===== src/pext_op_pkg.sv =====
////////////////////
// Packed-SIMD opcode package
// Opcodes, unit and compare selects, decoded control
////////////////////
package pext_op_pkg;

  // Kept P-extension opcodes, byte and halfword forms side by side
  typedef enum logic [6:0] {
    ZPN_ADD8,      ZPN_ADD16,
    ZPN_SUB8,      ZPN_SUB16,
    ZPN_RADD8,     ZPN_RADD16,
    ZPN_URADD8,    ZPN_URADD16,
    ZPN_RSUB8,     ZPN_RSUB16,
    ZPN_URSUB8,    ZPN_URSUB16,
    ZPN_KADD8,     ZPN_KADD16,
    ZPN_UKADD8,    ZPN_UKADD16,
    ZPN_KSUB8,     ZPN_KSUB16,
    ZPN_UKSUB8,    ZPN_UKSUB16,
    ZPN_CMPEQ8,    ZPN_CMPEQ16,
    ZPN_SCMPLT8,   ZPN_SCMPLT16,
    ZPN_SCMPLE8,   ZPN_SCMPLE16,
    ZPN_UCMPLT8,   ZPN_UCMPLT16,
    ZPN_UCMPLE8,   ZPN_UCMPLE16,
    ZPN_SMIN8,     ZPN_SMIN16,
    ZPN_SMAX8,     ZPN_SMAX16,
    ZPN_UMIN8,     ZPN_UMIN16,
    ZPN_UMAX8,     ZPN_UMAX16,
    ZPN_SRA8,      ZPN_SRA16,
    ZPN_SRL8,      ZPN_SRL16,
    ZPN_SLL8,      ZPN_SLL16,
    ZPN_SRAI8,     ZPN_SRAI16,
    ZPN_SRLI8,     ZPN_SRLI16,
    ZPN_SLLI8,     ZPN_SLLI16,
    ZPN_SUNPKD810, ZPN_SUNPKD820, ZPN_SUNPKD830, ZPN_SUNPKD831, ZPN_SUNPKD832,
    ZPN_ZUNPKD810, ZPN_ZUNPKD820, ZPN_ZUNPKD830, ZPN_ZUNPKD831, ZPN_ZUNPKD832,
    ZPN_PKBB16,    ZPN_PKBT16,    ZPN_PKTB16,    ZPN_PKTT16
  } pext_op_e;

  // Which unit drives the result
  typedef enum logic [2:0] {
    UNIT_ADDER,
    UNIT_COMPARE,
    UNIT_MINMAX,
    UNIT_SHIFT,
    UNIT_PERMUTE
  } pext_unit_e;

  typedef enum logic [1:0] {
    CMP_EQ,
    CMP_LT,
    CMP_LE,
    CMP_GT
  } pext_cmp_e;

  // Decoded control, shared by all units
  typedef struct packed {
    pext_unit_e unit;
    logic       width8;
    logic       signed_ops;
    logic       sub;
    logic       halving;
    logic       saturate;
    pext_cmp_e  cmp_mode;
    logic       shift_left;
    logic       use_imm;
    pext_op_e   op;
  } pext_ctrl_t;

endpackage


===== src/pext_lane_pkg.sv =====
////////////////////
// Packed-SIMD lane package
// Lane widths, saturation limits, operand pair
////////////////////
package pext_lane_pkg;

  parameter int LANE8_W  = 8;
  parameter int LANE16_W = 16;

  ////////////////////
  // Saturation limits
  ////////////////////
  parameter logic [LANE8_W-1:0]  SAT_U8_MAX  = 8'hff;
  parameter logic [LANE8_W-1:0]  SAT_S8_MIN  = 8'h80;
  parameter logic [LANE8_W-1:0]  SAT_S8_MAX  = 8'h7f;
  parameter logic [LANE16_W-1:0] SAT_U16_MAX = 16'hffff;
  parameter logic [LANE16_W-1:0] SAT_S16_MIN = 16'h8000;
  parameter logic [LANE16_W-1:0] SAT_S16_MAX = 16'h7fff;

  // Register pair as seen by every unit
  typedef struct packed {
    logic [31:0] a;
    logic [31:0] b;
  } pext_operands_t;

endpackage


===== src/pext_decoder.sv =====
////////////////////
// Packed-SIMD opcode decoder
// Maps an opcode onto unit select and lane controls
////////////////////
module pext_decoder import pext_op_pkg::*; (
  input  pext_op_e   op_i,
  output pext_ctrl_t ctrl_o
);

  always_comb begin
    ctrl_o          = '0;
    ctrl_o.unit     = UNIT_ADDER;
    ctrl_o.cmp_mode = CMP_EQ;
    ctrl_o.op       = op_i;

    // Function and unit; unknown codes fall back to a plain wrapping add
    case (op_i)
      ZPN_SUB8, ZPN_SUB16: ctrl_o.sub = 1'b1;
      ZPN_RADD8, ZPN_RADD16, ZPN_URADD8, ZPN_URADD16: ctrl_o.halving = 1'b1;
      ZPN_RSUB8, ZPN_RSUB16, ZPN_URSUB8, ZPN_URSUB16: begin
        ctrl_o.halving = 1'b1;
        ctrl_o.sub     = 1'b1;
      end
      ZPN_KADD8, ZPN_KADD16, ZPN_UKADD8, ZPN_UKADD16: ctrl_o.saturate = 1'b1;
      ZPN_KSUB8, ZPN_KSUB16, ZPN_UKSUB8, ZPN_UKSUB16: begin
        ctrl_o.saturate = 1'b1;
        ctrl_o.sub      = 1'b1;
      end
      // Compares and min/max read the adder's difference
      ZPN_CMPEQ8, ZPN_CMPEQ16: begin
        ctrl_o.unit = UNIT_COMPARE;
        ctrl_o.sub  = 1'b1;
      end
      ZPN_SCMPLT8, ZPN_SCMPLT16, ZPN_UCMPLT8, ZPN_UCMPLT16: begin
        ctrl_o.unit     = UNIT_COMPARE;
        ctrl_o.sub      = 1'b1;
        ctrl_o.cmp_mode = CMP_LT;
      end
      ZPN_SCMPLE8, ZPN_SCMPLE16, ZPN_UCMPLE8, ZPN_UCMPLE16: begin
        ctrl_o.unit     = UNIT_COMPARE;
        ctrl_o.sub      = 1'b1;
        ctrl_o.cmp_mode = CMP_LE;
      end
      ZPN_SMIN8, ZPN_SMIN16, ZPN_UMIN8, ZPN_UMIN16: begin
        ctrl_o.unit     = UNIT_MINMAX;
        ctrl_o.sub      = 1'b1;
        ctrl_o.cmp_mode = CMP_LT;
      end
      ZPN_SMAX8, ZPN_SMAX16, ZPN_UMAX8, ZPN_UMAX16: begin
        ctrl_o.unit     = UNIT_MINMAX;
        ctrl_o.sub      = 1'b1;
        ctrl_o.cmp_mode = CMP_GT;
      end
      ZPN_SLL8, ZPN_SLL16, ZPN_SLLI8, ZPN_SLLI16: begin
        ctrl_o.unit       = UNIT_SHIFT;
        ctrl_o.shift_left = 1'b1;
      end
      ZPN_SRA8, ZPN_SRA16, ZPN_SRAI8, ZPN_SRAI16,
      ZPN_SRL8, ZPN_SRL16, ZPN_SRLI8, ZPN_SRLI16: ctrl_o.unit = UNIT_SHIFT;
      ZPN_SUNPKD810, ZPN_SUNPKD820, ZPN_SUNPKD830, ZPN_SUNPKD831, ZPN_SUNPKD832,
      ZPN_ZUNPKD810, ZPN_ZUNPKD820, ZPN_ZUNPKD830, ZPN_ZUNPKD831, ZPN_ZUNPKD832,
      ZPN_PKBB16, ZPN_PKBT16, ZPN_PKTB16, ZPN_PKTT16: ctrl_o.unit = UNIT_PERMUTE;
      default: ;
    endcase

    ctrl_o.use_imm = op_i inside {ZPN_SRAI8, ZPN_SRAI16, ZPN_SRLI8, ZPN_SRLI16,
                                  ZPN_SLLI8, ZPN_SLLI16};

    ctrl_o.signed_ops = op_i inside {ZPN_RADD8, ZPN_RADD16, ZPN_RSUB8, ZPN_RSUB16,
                                     ZPN_KADD8, ZPN_KADD16, ZPN_KSUB8, ZPN_KSUB16,
                                     ZPN_SCMPLT8, ZPN_SCMPLT16, ZPN_SCMPLE8, ZPN_SCMPLE16,
                                     ZPN_SMIN8, ZPN_SMIN16, ZPN_SMAX8, ZPN_SMAX16,
                                     ZPN_SRA8, ZPN_SRA16, ZPN_SRAI8, ZPN_SRAI16,
                                     ZPN_SUNPKD810, ZPN_SUNPKD820, ZPN_SUNPKD830,
                                     ZPN_SUNPKD831, ZPN_SUNPKD832};

    // Byte-lane forms
    ctrl_o.width8 = op_i inside {ZPN_ADD8, ZPN_SUB8, ZPN_RADD8, ZPN_URADD8, ZPN_RSUB8,
                                 ZPN_URSUB8, ZPN_KADD8, ZPN_UKADD8, ZPN_KSUB8, ZPN_UKSUB8,
                                 ZPN_CMPEQ8, ZPN_SCMPLT8, ZPN_SCMPLE8, ZPN_UCMPLT8,
                                 ZPN_UCMPLE8, ZPN_SMIN8, ZPN_SMAX8, ZPN_UMIN8, ZPN_UMAX8,
                                 ZPN_SRA8, ZPN_SRL8, ZPN_SLL8, ZPN_SRAI8, ZPN_SRLI8,
                                 ZPN_SLLI8};
  end

endmodule


===== src/pext_lane_adder.sv =====
////////////////////
// Packed-SIMD lane adder
// Wrapping, halving and saturating add/sub per lane
////////////////////
module pext_lane_adder import pext_op_pkg::*, pext_lane_pkg::*; (
  input  pext_operands_t ops_i,
  input  pext_ctrl_t     ctrl_i,
  output logic [31:0]    sum_o,
  output logic [3:0]     sat_mask_o
);

  logic [3:0][LANE8_W:0] sum9;
  logic [3:0]            top;
  logic [3:0]            ovf;
  logic [31:0]           wrap_res;
  logic [31:0]           half_res;
  logic [31:0]           sat_res;

  ////////////////////
  // Byte adders
  ////////////////////
  for (genvar i = 0; i < 4; i++) begin : gen_byte
    logic [LANE8_W-1:0] a_byte;
    logic [LANE8_W-1:0] b_byte;
    logic               cin;
    logic               ext_a;
    logic               ext_b;

    assign a_byte = ops_i.a[i*LANE8_W +: LANE8_W];
    // Subtract as A + ~B + 1
    assign b_byte = ctrl_i.sub ? ~ops_i.b[i*LANE8_W +: LANE8_W]
                               : ops_i.b[i*LANE8_W +: LANE8_W];

    // Upper byte of a halfword takes the carry from below
    if (i % 2 == 1) begin : gen_upper
      assign cin = ctrl_i.width8 ? ctrl_i.sub : sum9[i-1][LANE8_W];
    end else begin : gen_lower
      assign cin = ctrl_i.sub;
    end

    assign sum9[i] = {1'b0, a_byte} + {1'b0, b_byte} + {{LANE8_W{1'b0}}, cin};

    // Ninth bit of the exact result, from the operand extensions
    assign ext_a  = ctrl_i.signed_ops & a_byte[LANE8_W-1];
    assign ext_b  = ctrl_i.signed_ops ? b_byte[LANE8_W-1] : ctrl_i.sub;
    assign top[i] = ext_a ^ ext_b ^ sum9[i][LANE8_W];

    // Signed overflow when the exact sign differs from the lane MSB
    assign ovf[i] = ctrl_i.signed_ops ? (top[i] ^ sum9[i][LANE8_W-1]) : top[i];
  end

  ////////////////////
  // Result forms
  ////////////////////
  always_comb begin
    for (int i = 0; i < 4; i++) begin
      wrap_res[i*LANE8_W +: LANE8_W] = sum9[i][LANE8_W-1:0];
    end

    if (ctrl_i.width8) begin
      for (int i = 0; i < 4; i++) begin
        half_res[i*LANE8_W +: LANE8_W] = {top[i], sum9[i][LANE8_W-1:1]};
        if (!ovf[i]) begin
          sat_res[i*LANE8_W +: LANE8_W] = sum9[i][LANE8_W-1:0];
        end else if (ctrl_i.signed_ops) begin
          sat_res[i*LANE8_W +: LANE8_W] = top[i] ? SAT_S8_MIN : SAT_S8_MAX;
        end else begin
          sat_res[i*LANE8_W +: LANE8_W] = ctrl_i.sub ? {LANE8_W{1'b0}} : SAT_U8_MAX;
        end
      end
      sat_mask_o = ovf;
    end else begin
      for (int h = 0; h < 2; h++) begin
        half_res[h*LANE16_W +: LANE16_W] = {top[2*h+1], sum9[2*h+1][LANE8_W-1:0],
                                            sum9[2*h][LANE8_W-1:1]};
        if (!ovf[2*h+1]) begin
          sat_res[h*LANE16_W +: LANE16_W] = {sum9[2*h+1][LANE8_W-1:0],
                                             sum9[2*h][LANE8_W-1:0]};
        end else if (ctrl_i.signed_ops) begin
          sat_res[h*LANE16_W +: LANE16_W] = top[2*h+1] ? SAT_S16_MIN : SAT_S16_MAX;
        end else begin
          sat_res[h*LANE16_W +: LANE16_W] = ctrl_i.sub ? {LANE16_W{1'b0}} : SAT_U16_MAX;
        end
      end
      // Halfword flag covers both of its bytes
      sat_mask_o = {ovf[3], ovf[3], ovf[1], ovf[1]};
    end
  end

  always_comb begin
    if (ctrl_i.saturate) begin
      sum_o = sat_res;
    end else if (ctrl_i.halving) begin
      sum_o = half_res;
    end else begin
      sum_o = wrap_res;
    end
  end

endmodule


===== src/pext_compare.sv =====
////////////////////
// Packed-SIMD lane compare
// Lane masks and min/max from the A-B difference
////////////////////
module pext_compare import pext_op_pkg::*, pext_lane_pkg::*; (
  input  pext_operands_t ops_i,
  input  pext_ctrl_t     ctrl_i,
  input  logic [31:0]    diff_i,
  output logic [31:0]    cmp_o,
  output logic [31:0]    minmax_o
);

  logic [3:0] byte_eq;
  logic [3:0] byte_lt;
  logic [3:0] lane_eq;
  logic [3:0] lane_lt;
  logic [3:0] holds;

  // Per-byte relations
  always_comb begin
    for (int i = 0; i < 4; i++) begin
      byte_eq[i] = (diff_i[i*LANE8_W +: LANE8_W] == {LANE8_W{1'b0}});
      if (ops_i.a[i*LANE8_W+LANE8_W-1] == ops_i.b[i*LANE8_W+LANE8_W-1]) begin
        // Same sign, so the difference cannot overflow
        byte_lt[i] = diff_i[i*LANE8_W+LANE8_W-1];
      end else begin
        byte_lt[i] = ctrl_i.signed_ops ? ops_i.a[i*LANE8_W+LANE8_W-1]
                                       : ops_i.b[i*LANE8_W+LANE8_W-1];
      end
    end
  end

  // Halfword lanes take less from the upper byte
  always_comb begin
    if (ctrl_i.width8) begin
      lane_eq = byte_eq;
      lane_lt = byte_lt;
    end else begin
      lane_eq = {{2{&byte_eq[3:2]}}, {2{&byte_eq[1:0]}}};
      lane_lt = {{2{byte_lt[3]}}, {2{byte_lt[1]}}};
    end
  end

  always_comb begin
    case (ctrl_i.cmp_mode)
      CMP_LT:  holds = lane_lt;
      CMP_LE:  holds = lane_eq | lane_lt;
      CMP_GT:  holds = ~(lane_eq | lane_lt);
      default: holds = lane_eq;
    endcase
  end

  ////////////////////
  // Lane outputs
  ////////////////////
  always_comb begin
    for (int i = 0; i < 4; i++) begin
      cmp_o[i*LANE8_W +: LANE8_W]    = {LANE8_W{holds[i]}};
      minmax_o[i*LANE8_W +: LANE8_W] = holds[i] ? ops_i.a[i*LANE8_W +: LANE8_W]
                                                : ops_i.b[i*LANE8_W +: LANE8_W];
    end
  end

endmodule


===== src/pext_shifter.sv =====
////////////////////
// Packed-SIMD lane shifter
// Byte and halfword shifts, left done by bit reversal
////////////////////
module pext_shifter import pext_op_pkg::*, pext_lane_pkg::*; (
  input  pext_operands_t ops_i,
  input  pext_ctrl_t     ctrl_i,
  input  logic [4:0]     imm_i,
  output logic [31:0]    shift_o
);

  logic [3:0]  amt;
  logic        arith;
  logic [31:0] src;
  logic [31:0] lanes8;
  logic [31:0] lanes16;
  logic [31:0] shr;

  function automatic logic [31:0] bit_reverse(input logic [31:0] x);
    logic [31:0] y;
    for (int i = 0; i < 32; i++) begin
      y[i] = x[31-i];
    end
    return y;
  endfunction

  // Byte lanes use the low 3 bits only
  assign amt   = ctrl_i.use_imm ? imm_i[3:0] : ops_i.b[3:0];
  assign arith = ctrl_i.signed_ops & ~ctrl_i.shift_left;
  assign src   = ctrl_i.shift_left ? bit_reverse(ops_i.a) : ops_i.a;

  ////////////////////
  // Right shifters
  ////////////////////
  always_comb begin
    logic [LANE8_W:0]  ext8;
    logic [LANE8_W:0]  res8;
    logic [LANE16_W:0] ext16;
    logic [LANE16_W:0] res16;

    for (int i = 0; i < 4; i++) begin
      ext8  = {arith & src[i*LANE8_W+LANE8_W-1], src[i*LANE8_W +: LANE8_W]};
      res8  = $signed(ext8) >>> amt[2:0];
      lanes8[i*LANE8_W +: LANE8_W] = res8[LANE8_W-1:0];
    end

    for (int h = 0; h < 2; h++) begin
      ext16 = {arith & src[h*LANE16_W+LANE16_W-1], src[h*LANE16_W +: LANE16_W]};
      res16 = $signed(ext16) >>> amt;
      lanes16[h*LANE16_W +: LANE16_W] = res16[LANE16_W-1:0];
    end
  end

  assign shr = ctrl_i.width8 ? lanes8 : lanes16;

  // Undo the reversal for left shifts
  assign shift_o = ctrl_i.shift_left ? bit_reverse(shr) : shr;

endmodule


===== src/pext_permute.sv =====
////////////////////
// Packed-SIMD permute
// Byte unpack with extension, halfword pack
////////////////////
module pext_permute import pext_op_pkg::*, pext_lane_pkg::*; (
  input  pext_operands_t ops_i,
  input  pext_ctrl_t     ctrl_i,
  output logic [31:0]    perm_o
);

  logic [1:0]          lo_sel;
  logic [1:0]          hi_sel;
  logic                pack;
  logic                a_top;
  logic                b_top;
  logic [LANE8_W-1:0]  lo_byte;
  logic [LANE8_W-1:0]  hi_byte;
  logic [LANE16_W-1:0] a_half;
  logic [LANE16_W-1:0] b_half;

  // Byte and half selection from the opcode
  always_comb begin
    lo_sel = 2'd0;
    hi_sel = 2'd1;
    pack   = 1'b0;
    a_top  = 1'b0;
    b_top  = 1'b0;
    case (ctrl_i.op)
      ZPN_SUNPKD820, ZPN_ZUNPKD820: hi_sel = 2'd2;
      ZPN_SUNPKD830, ZPN_ZUNPKD830: hi_sel = 2'd3;
      ZPN_SUNPKD831, ZPN_ZUNPKD831: begin
        lo_sel = 2'd1;
        hi_sel = 2'd3;
      end
      ZPN_SUNPKD832, ZPN_ZUNPKD832: begin
        lo_sel = 2'd2;
        hi_sel = 2'd3;
      end
      ZPN_PKBB16: pack = 1'b1;
      ZPN_PKBT16: begin
        pack  = 1'b1;
        b_top = 1'b1;
      end
      ZPN_PKTB16: begin
        pack  = 1'b1;
        a_top = 1'b1;
      end
      ZPN_PKTT16: begin
        pack  = 1'b1;
        a_top = 1'b1;
        b_top = 1'b1;
      end
      default: ;
    endcase
  end

  assign lo_byte = ops_i.a[lo_sel*LANE8_W +: LANE8_W];
  assign hi_byte = ops_i.a[hi_sel*LANE8_W +: LANE8_W];
  assign a_half  = a_top ? ops_i.a[31:16] : ops_i.a[15:0];
  assign b_half  = b_top ? ops_i.b[31:16] : ops_i.b[15:0];

  assign perm_o = pack ? {a_half, b_half}
                       : {{LANE8_W{ctrl_i.signed_ops & hi_byte[LANE8_W-1]}}, hi_byte,
                          {LANE8_W{ctrl_i.signed_ops & lo_byte[LANE8_W-1]}}, lo_byte};

endmodule


===== src/pext_alu.sv =====
////////////////////
// Packed-SIMD ALU top
// Decode, lane units, result select, output register
////////////////////
module pext_alu import pext_op_pkg::*, pext_lane_pkg::*; (
  input  logic        clk_i,
  input  logic        rst_n_i,
  input  logic        enable_i,
  input  pext_op_e    op_i,
  input  logic [31:0] operand_a_i,
  input  logic [31:0] operand_b_i,
  input  logic [4:0]  imm_i,
  output logic [31:0] result_o,
  output logic        set_ov_o,
  output logic        valid_o
);

  pext_ctrl_t     ctrl;
  pext_operands_t ops;
  logic [31:0]    sum;
  logic [3:0]     sat_mask;
  logic [31:0]    cmp;
  logic [31:0]    minmax;
  logic [31:0]    shift;
  logic [31:0]    perm;
  logic [31:0]    result_d;
  logic           ov_d;

  assign ops.a = operand_a_i;
  assign ops.b = operand_b_i;

  pext_decoder u_decoder (
    .op_i   (op_i),
    .ctrl_o (ctrl)
  );

  pext_lane_adder u_adder (
    .ops_i      (ops),
    .ctrl_i     (ctrl),
    .sum_o      (sum),
    .sat_mask_o (sat_mask)
  );

  // Compare ops decode to a plain subtract, so sum is the wrapped difference
  pext_compare u_compare (
    .ops_i    (ops),
    .ctrl_i   (ctrl),
    .diff_i   (sum),
    .cmp_o    (cmp),
    .minmax_o (minmax)
  );

  pext_shifter u_shifter (
    .ops_i   (ops),
    .ctrl_i  (ctrl),
    .imm_i   (imm_i),
    .shift_o (shift)
  );

  pext_permute u_permute (
    .ops_i  (ops),
    .ctrl_i (ctrl),
    .perm_o (perm)
  );

  ////////////////////
  // Result select
  ////////////////////
  always_comb begin
    case (ctrl.unit)
      UNIT_COMPARE: result_d = cmp;
      UNIT_MINMAX:  result_d = minmax;
      UNIT_SHIFT:   result_d = shift;
      UNIT_PERMUTE: result_d = perm;
      default:      result_d = sum;
    endcase
  end

  assign ov_d = ctrl.saturate & (|sat_mask);

  // One-cycle output stage, result holds while idle
  always_ff @(posedge clk_i) begin
    if (!rst_n_i) begin
      result_o <= '0;
      set_ov_o <= 1'b0;
      valid_o  <= 1'b0;
    end else begin
      valid_o <= enable_i;
      if (enable_i) begin
        result_o <= result_d;
        set_ov_o <= ov_d;
      end
    end
  end

endmodule


===== config.mk =====
export PLATFORM = sky130hd
export DESIGN_NAME = pext_alu
export DESIGN_NICKNAME = d
export VERILOG_FILES = /design/src/pext_op_pkg.sv /design/src/pext_lane_pkg.sv /design/src/pext_decoder.sv /design/src/pext_lane_adder.sv /design/src/pext_compare.sv /design/src/pext_shifter.sv /design/src/pext_permute.sv /design/src/pext_alu.sv
export SDC_FILE = /design/constraint.sdc
export NUM_CORES = 1
export LEC_CHECK = 0
export BUFFER_PORTS_ARGS = -buffer_cell sky130_fd_sc_hd__buf_4
export CORE_AREA = 2 2 209 211
export CTS_CLUSTER_SIZE = 25
export DETAILED_ROUTE_END_ITERATION = 6
export DIE_AREA = 0 0 211 213
export GPL_ROUTABILITY_DRIVEN = 0
export PLACE_DENSITY = 0.51
export SLEW_MARGIN = 20
export SYNTH_ARGS = -nofsm -noshare
export SYNTH_HDL_FRONTEND = slang
export SYNTH_SLANG_ARGS = --single-unit

===== constraint.sdc =====
create_clock -name clk_i -period 10.5 [get_ports clk_i]
set_clock_uncertainty 0.15 [all_clocks]
set_input_delay 0.525 -clock clk_i [delete_from_list [all_inputs] [get_ports clk_i]]
set_output_delay 0.525 -clock clk_i [all_outputs]
set_load 0.005 [all_outputs]

==> run metrics <==
run status finished, final reports clean; Clk pin slew, worst setup/hold paths 0.06 ns; final wirelength 53.6 mm; H-tree depth 2; Synth Area per Inst 6.73 sq um; max cap viols 0; RSZ-0062 raised after global routing no; global route total overflow 0; Root Buffer clkbuf_16; hold-critical path depth 2; count of different cell masters after synthesis 106; Reg2Reg Depth 3; total negative setup slack 0 ns; Max Slew Vio Count 0; Filler Cell Count 4666; ys flop type dfxtp_1; Worst-Skew Late Latency 0.29 ns; Relative slew margins 26.0%; initial antenna violation count 0; Clock Path Buffers 2; asr flop ratio synth 0%; largest area contributor in the netlist mux2i_1; CP arrival 8.99 ns; Setup Buffers After CTS 0; fin crit period 8.97 ns; vias in the first global route 12.1k; Syn-to-layout area delta 13.1%; Synth Register Bits 34; Post-synth EDFFs 0; met3 routed WL 4.86 mm; area share of the largest cell type after synthesis 11.4%; Synth Warn # 0; Site Rows 76; type of the tightest min-delay check reg -> reg; element type at the critical path start primary input; final period utilization 85.4%; vias per inst 6.21; sequential element share of the synthesized area 6.46%; proportion of layout cells with a drive suffix above 1 12.9%; Tot GR Track Use 23.0%; Power per Cell Area 107 nW/um^2; DRT antenna net count 0; routed len/inst 25.2 um; die width 211 um; final hold vios 0; TritonCTS clock tree yes; Leak 4.59 nW; Mapped Nets 1678; CTS buffer count 5; die height 213 um; Via Count 13.2k; Layout Nets 1697; post_cts resized 0; core box area 42700 sq um; drt first pass iters 7; CP max FO 45; ranking of synthesized cells by area mux2i_1 (11%), a21oi_1 (7.5%), o21ai_0 (6.7%); clock sink count 34; Die ar. 44900 sq um; Worst VDD drop 0.0000532 V; PortBufs 111; Worst-Margin Slew 1.11 ns; Syn Inst Count 1565; wire length on met2 24.1 mm; M1 WL 21.7 mm; Initial Util 24.7%; Critical Path End Type register; first-pass GRT wire length 78.6 mm; Setup CP Type in -> reg; DP HPWL 41.8 mm; synthesized area 10500 sq um; Remaining DRCs 0; crit path from op_i[1]; pin count of the biggest net entering global routing 53; Total Power 1.27 mW; WP data required 10.53 ns; worst r2r src result_o[15]; drt first-iter violations 1502; Hold Crit Start set_ov_o; f_max 0.112 GHz; final setup fails 0; num ports 113; hold buffer count at cts 0; Top Metal Used met4
## per-stage QoR
stage	cells	hold slack (ns)	utilization (%)	cell area, sq um	setup WS, ns
5_1_grt	2130	0.374	27.9	11900	1.03
3_3_place_gp	2123	0.320	27.6	11800	1.59
6_report	2131	0.343	27.9	11900	1.53
4_1_cts	2130	0.345	27.9	11900	1.72
3_5_place_dp	2123	0.335	27.6	11800	1.47
2_1_floorplan	1565	0.307	-	10500	2.65
## routing by layer
layer  vias up  global-route usage (%)
li1       6010                       -
met5         -                       0
met2       794                    37.7
met1      6267                    30.0
met3       157                    2.85
met4         0                    11.2
## final cells by class
cell class,instances,area (sq um),area share [%]
Antenna cell,1,2.50,0.0210
Inverter,26,97.6,0.819
Timing Repair Buffer,132,991,8.32
Multi-Input combinational cell,1385,9330,78.3
Clock buffer,7,133,1.11
Tap cell,546,683,5.73
Sequential cell,34,681,5.71
## cells in the mapped netlist, drive strengths merged (12+ instances only)
cell type  number
o21a           14
nor3           33
and3           16
a32oi          12
nor2b          15
nand2         148
o21ai         148
a31oi          26
o221ai         15
clkbuf         84
dfxtp          34
o211ai         31
o22ai          36
inv            25
and2           18
ha             28
a21o           17
xnor2          53
a21oi         159
nand2b         15
buf            36
a211oi         29
mux2i         120
nor2          154
mux2           17
nand3          43
nand4          20
## power breakdown
| group | leakage, nW | internal, mW | switching, mW |
|---|---|---|---|
| clock network | 0.0640 | 0.0871 | 0.0624 |
| logic | 4.25 | 0.346 | 0.614 |
| registers | 0.281 | 0.144 | 0.0163 |
## logic make-up (layout without fill, tap and decap cells)
logic type	Yosys count	after routing	share of synthesized area, %
XOR/XNOR	68	68	6.26
other	0	1	0
flip-flops	34	34	6.46
AO/OA/AOI/OAI	623	623	39.5
AND/OR/NAND/NOR	523	523	24.3
buffers and inverters	146	165	5.82
multiplexers	137	137	13.2
adder cells (fa/ha/maj)	34	34	4.47
## sequential cells by signal (all words and copies together), names as in the netlist
register  flops
result_o     32
valid_o       1
set_ov_o      1
## path summary, 6_finish.rpt
check | endpoint | slack (ns)
setup / recovery | result_o[13] | 1.53
hold / removal | set_ov_o | 0.34
hold reg to reg | set_ov_o | 0.34
setup reg to reg | result_o[15] | 9.09
## cells in the final DEF (no fill, tap or decap), types with 27 or more instances in the layout
cell type / instances
nor2_1: 152
o21ai_0: 141
o211ai_1: 29
a21oi_1: 157
buf_4: 132
nor3_1: 32
ha_1: 28
xnor2_1: 53
mux2i_1: 117
nand2_1: 147
nand3_1: 43
a211oi_1: 27
o22ai_1: 36
dfxtp_1: 34
## worst max-delay path: stages
cell and delay, ns:
buf_4 0.27, or3_1 0.61, o32ai_2 0.44, nor2_4 0.18
xnor2_1 0.17, ha_1 0.33, a21o_1 0.22, nor4_1 0.27
a2bb2oi_1 0.27, nor2_1 0.24, a21oi_1 0.12, fa_1 0.51
fa_1 0.49, a21oi_1 0.28, o221ai_1 0.24, a21oi_1 0.41
nor3_1 0.16, a311oi_1 0.52, nor2_1 0.24, buf_4 0.24
o211ai_1 0.18, o311ai_0 0.27, nor3b_2 0.45, a21oi_1 0.14
a221oi_2 0.31, buf_4 0.26, o21ai_2 0.17, o32a_1 0.43
(Power assumes the default switching activity.)
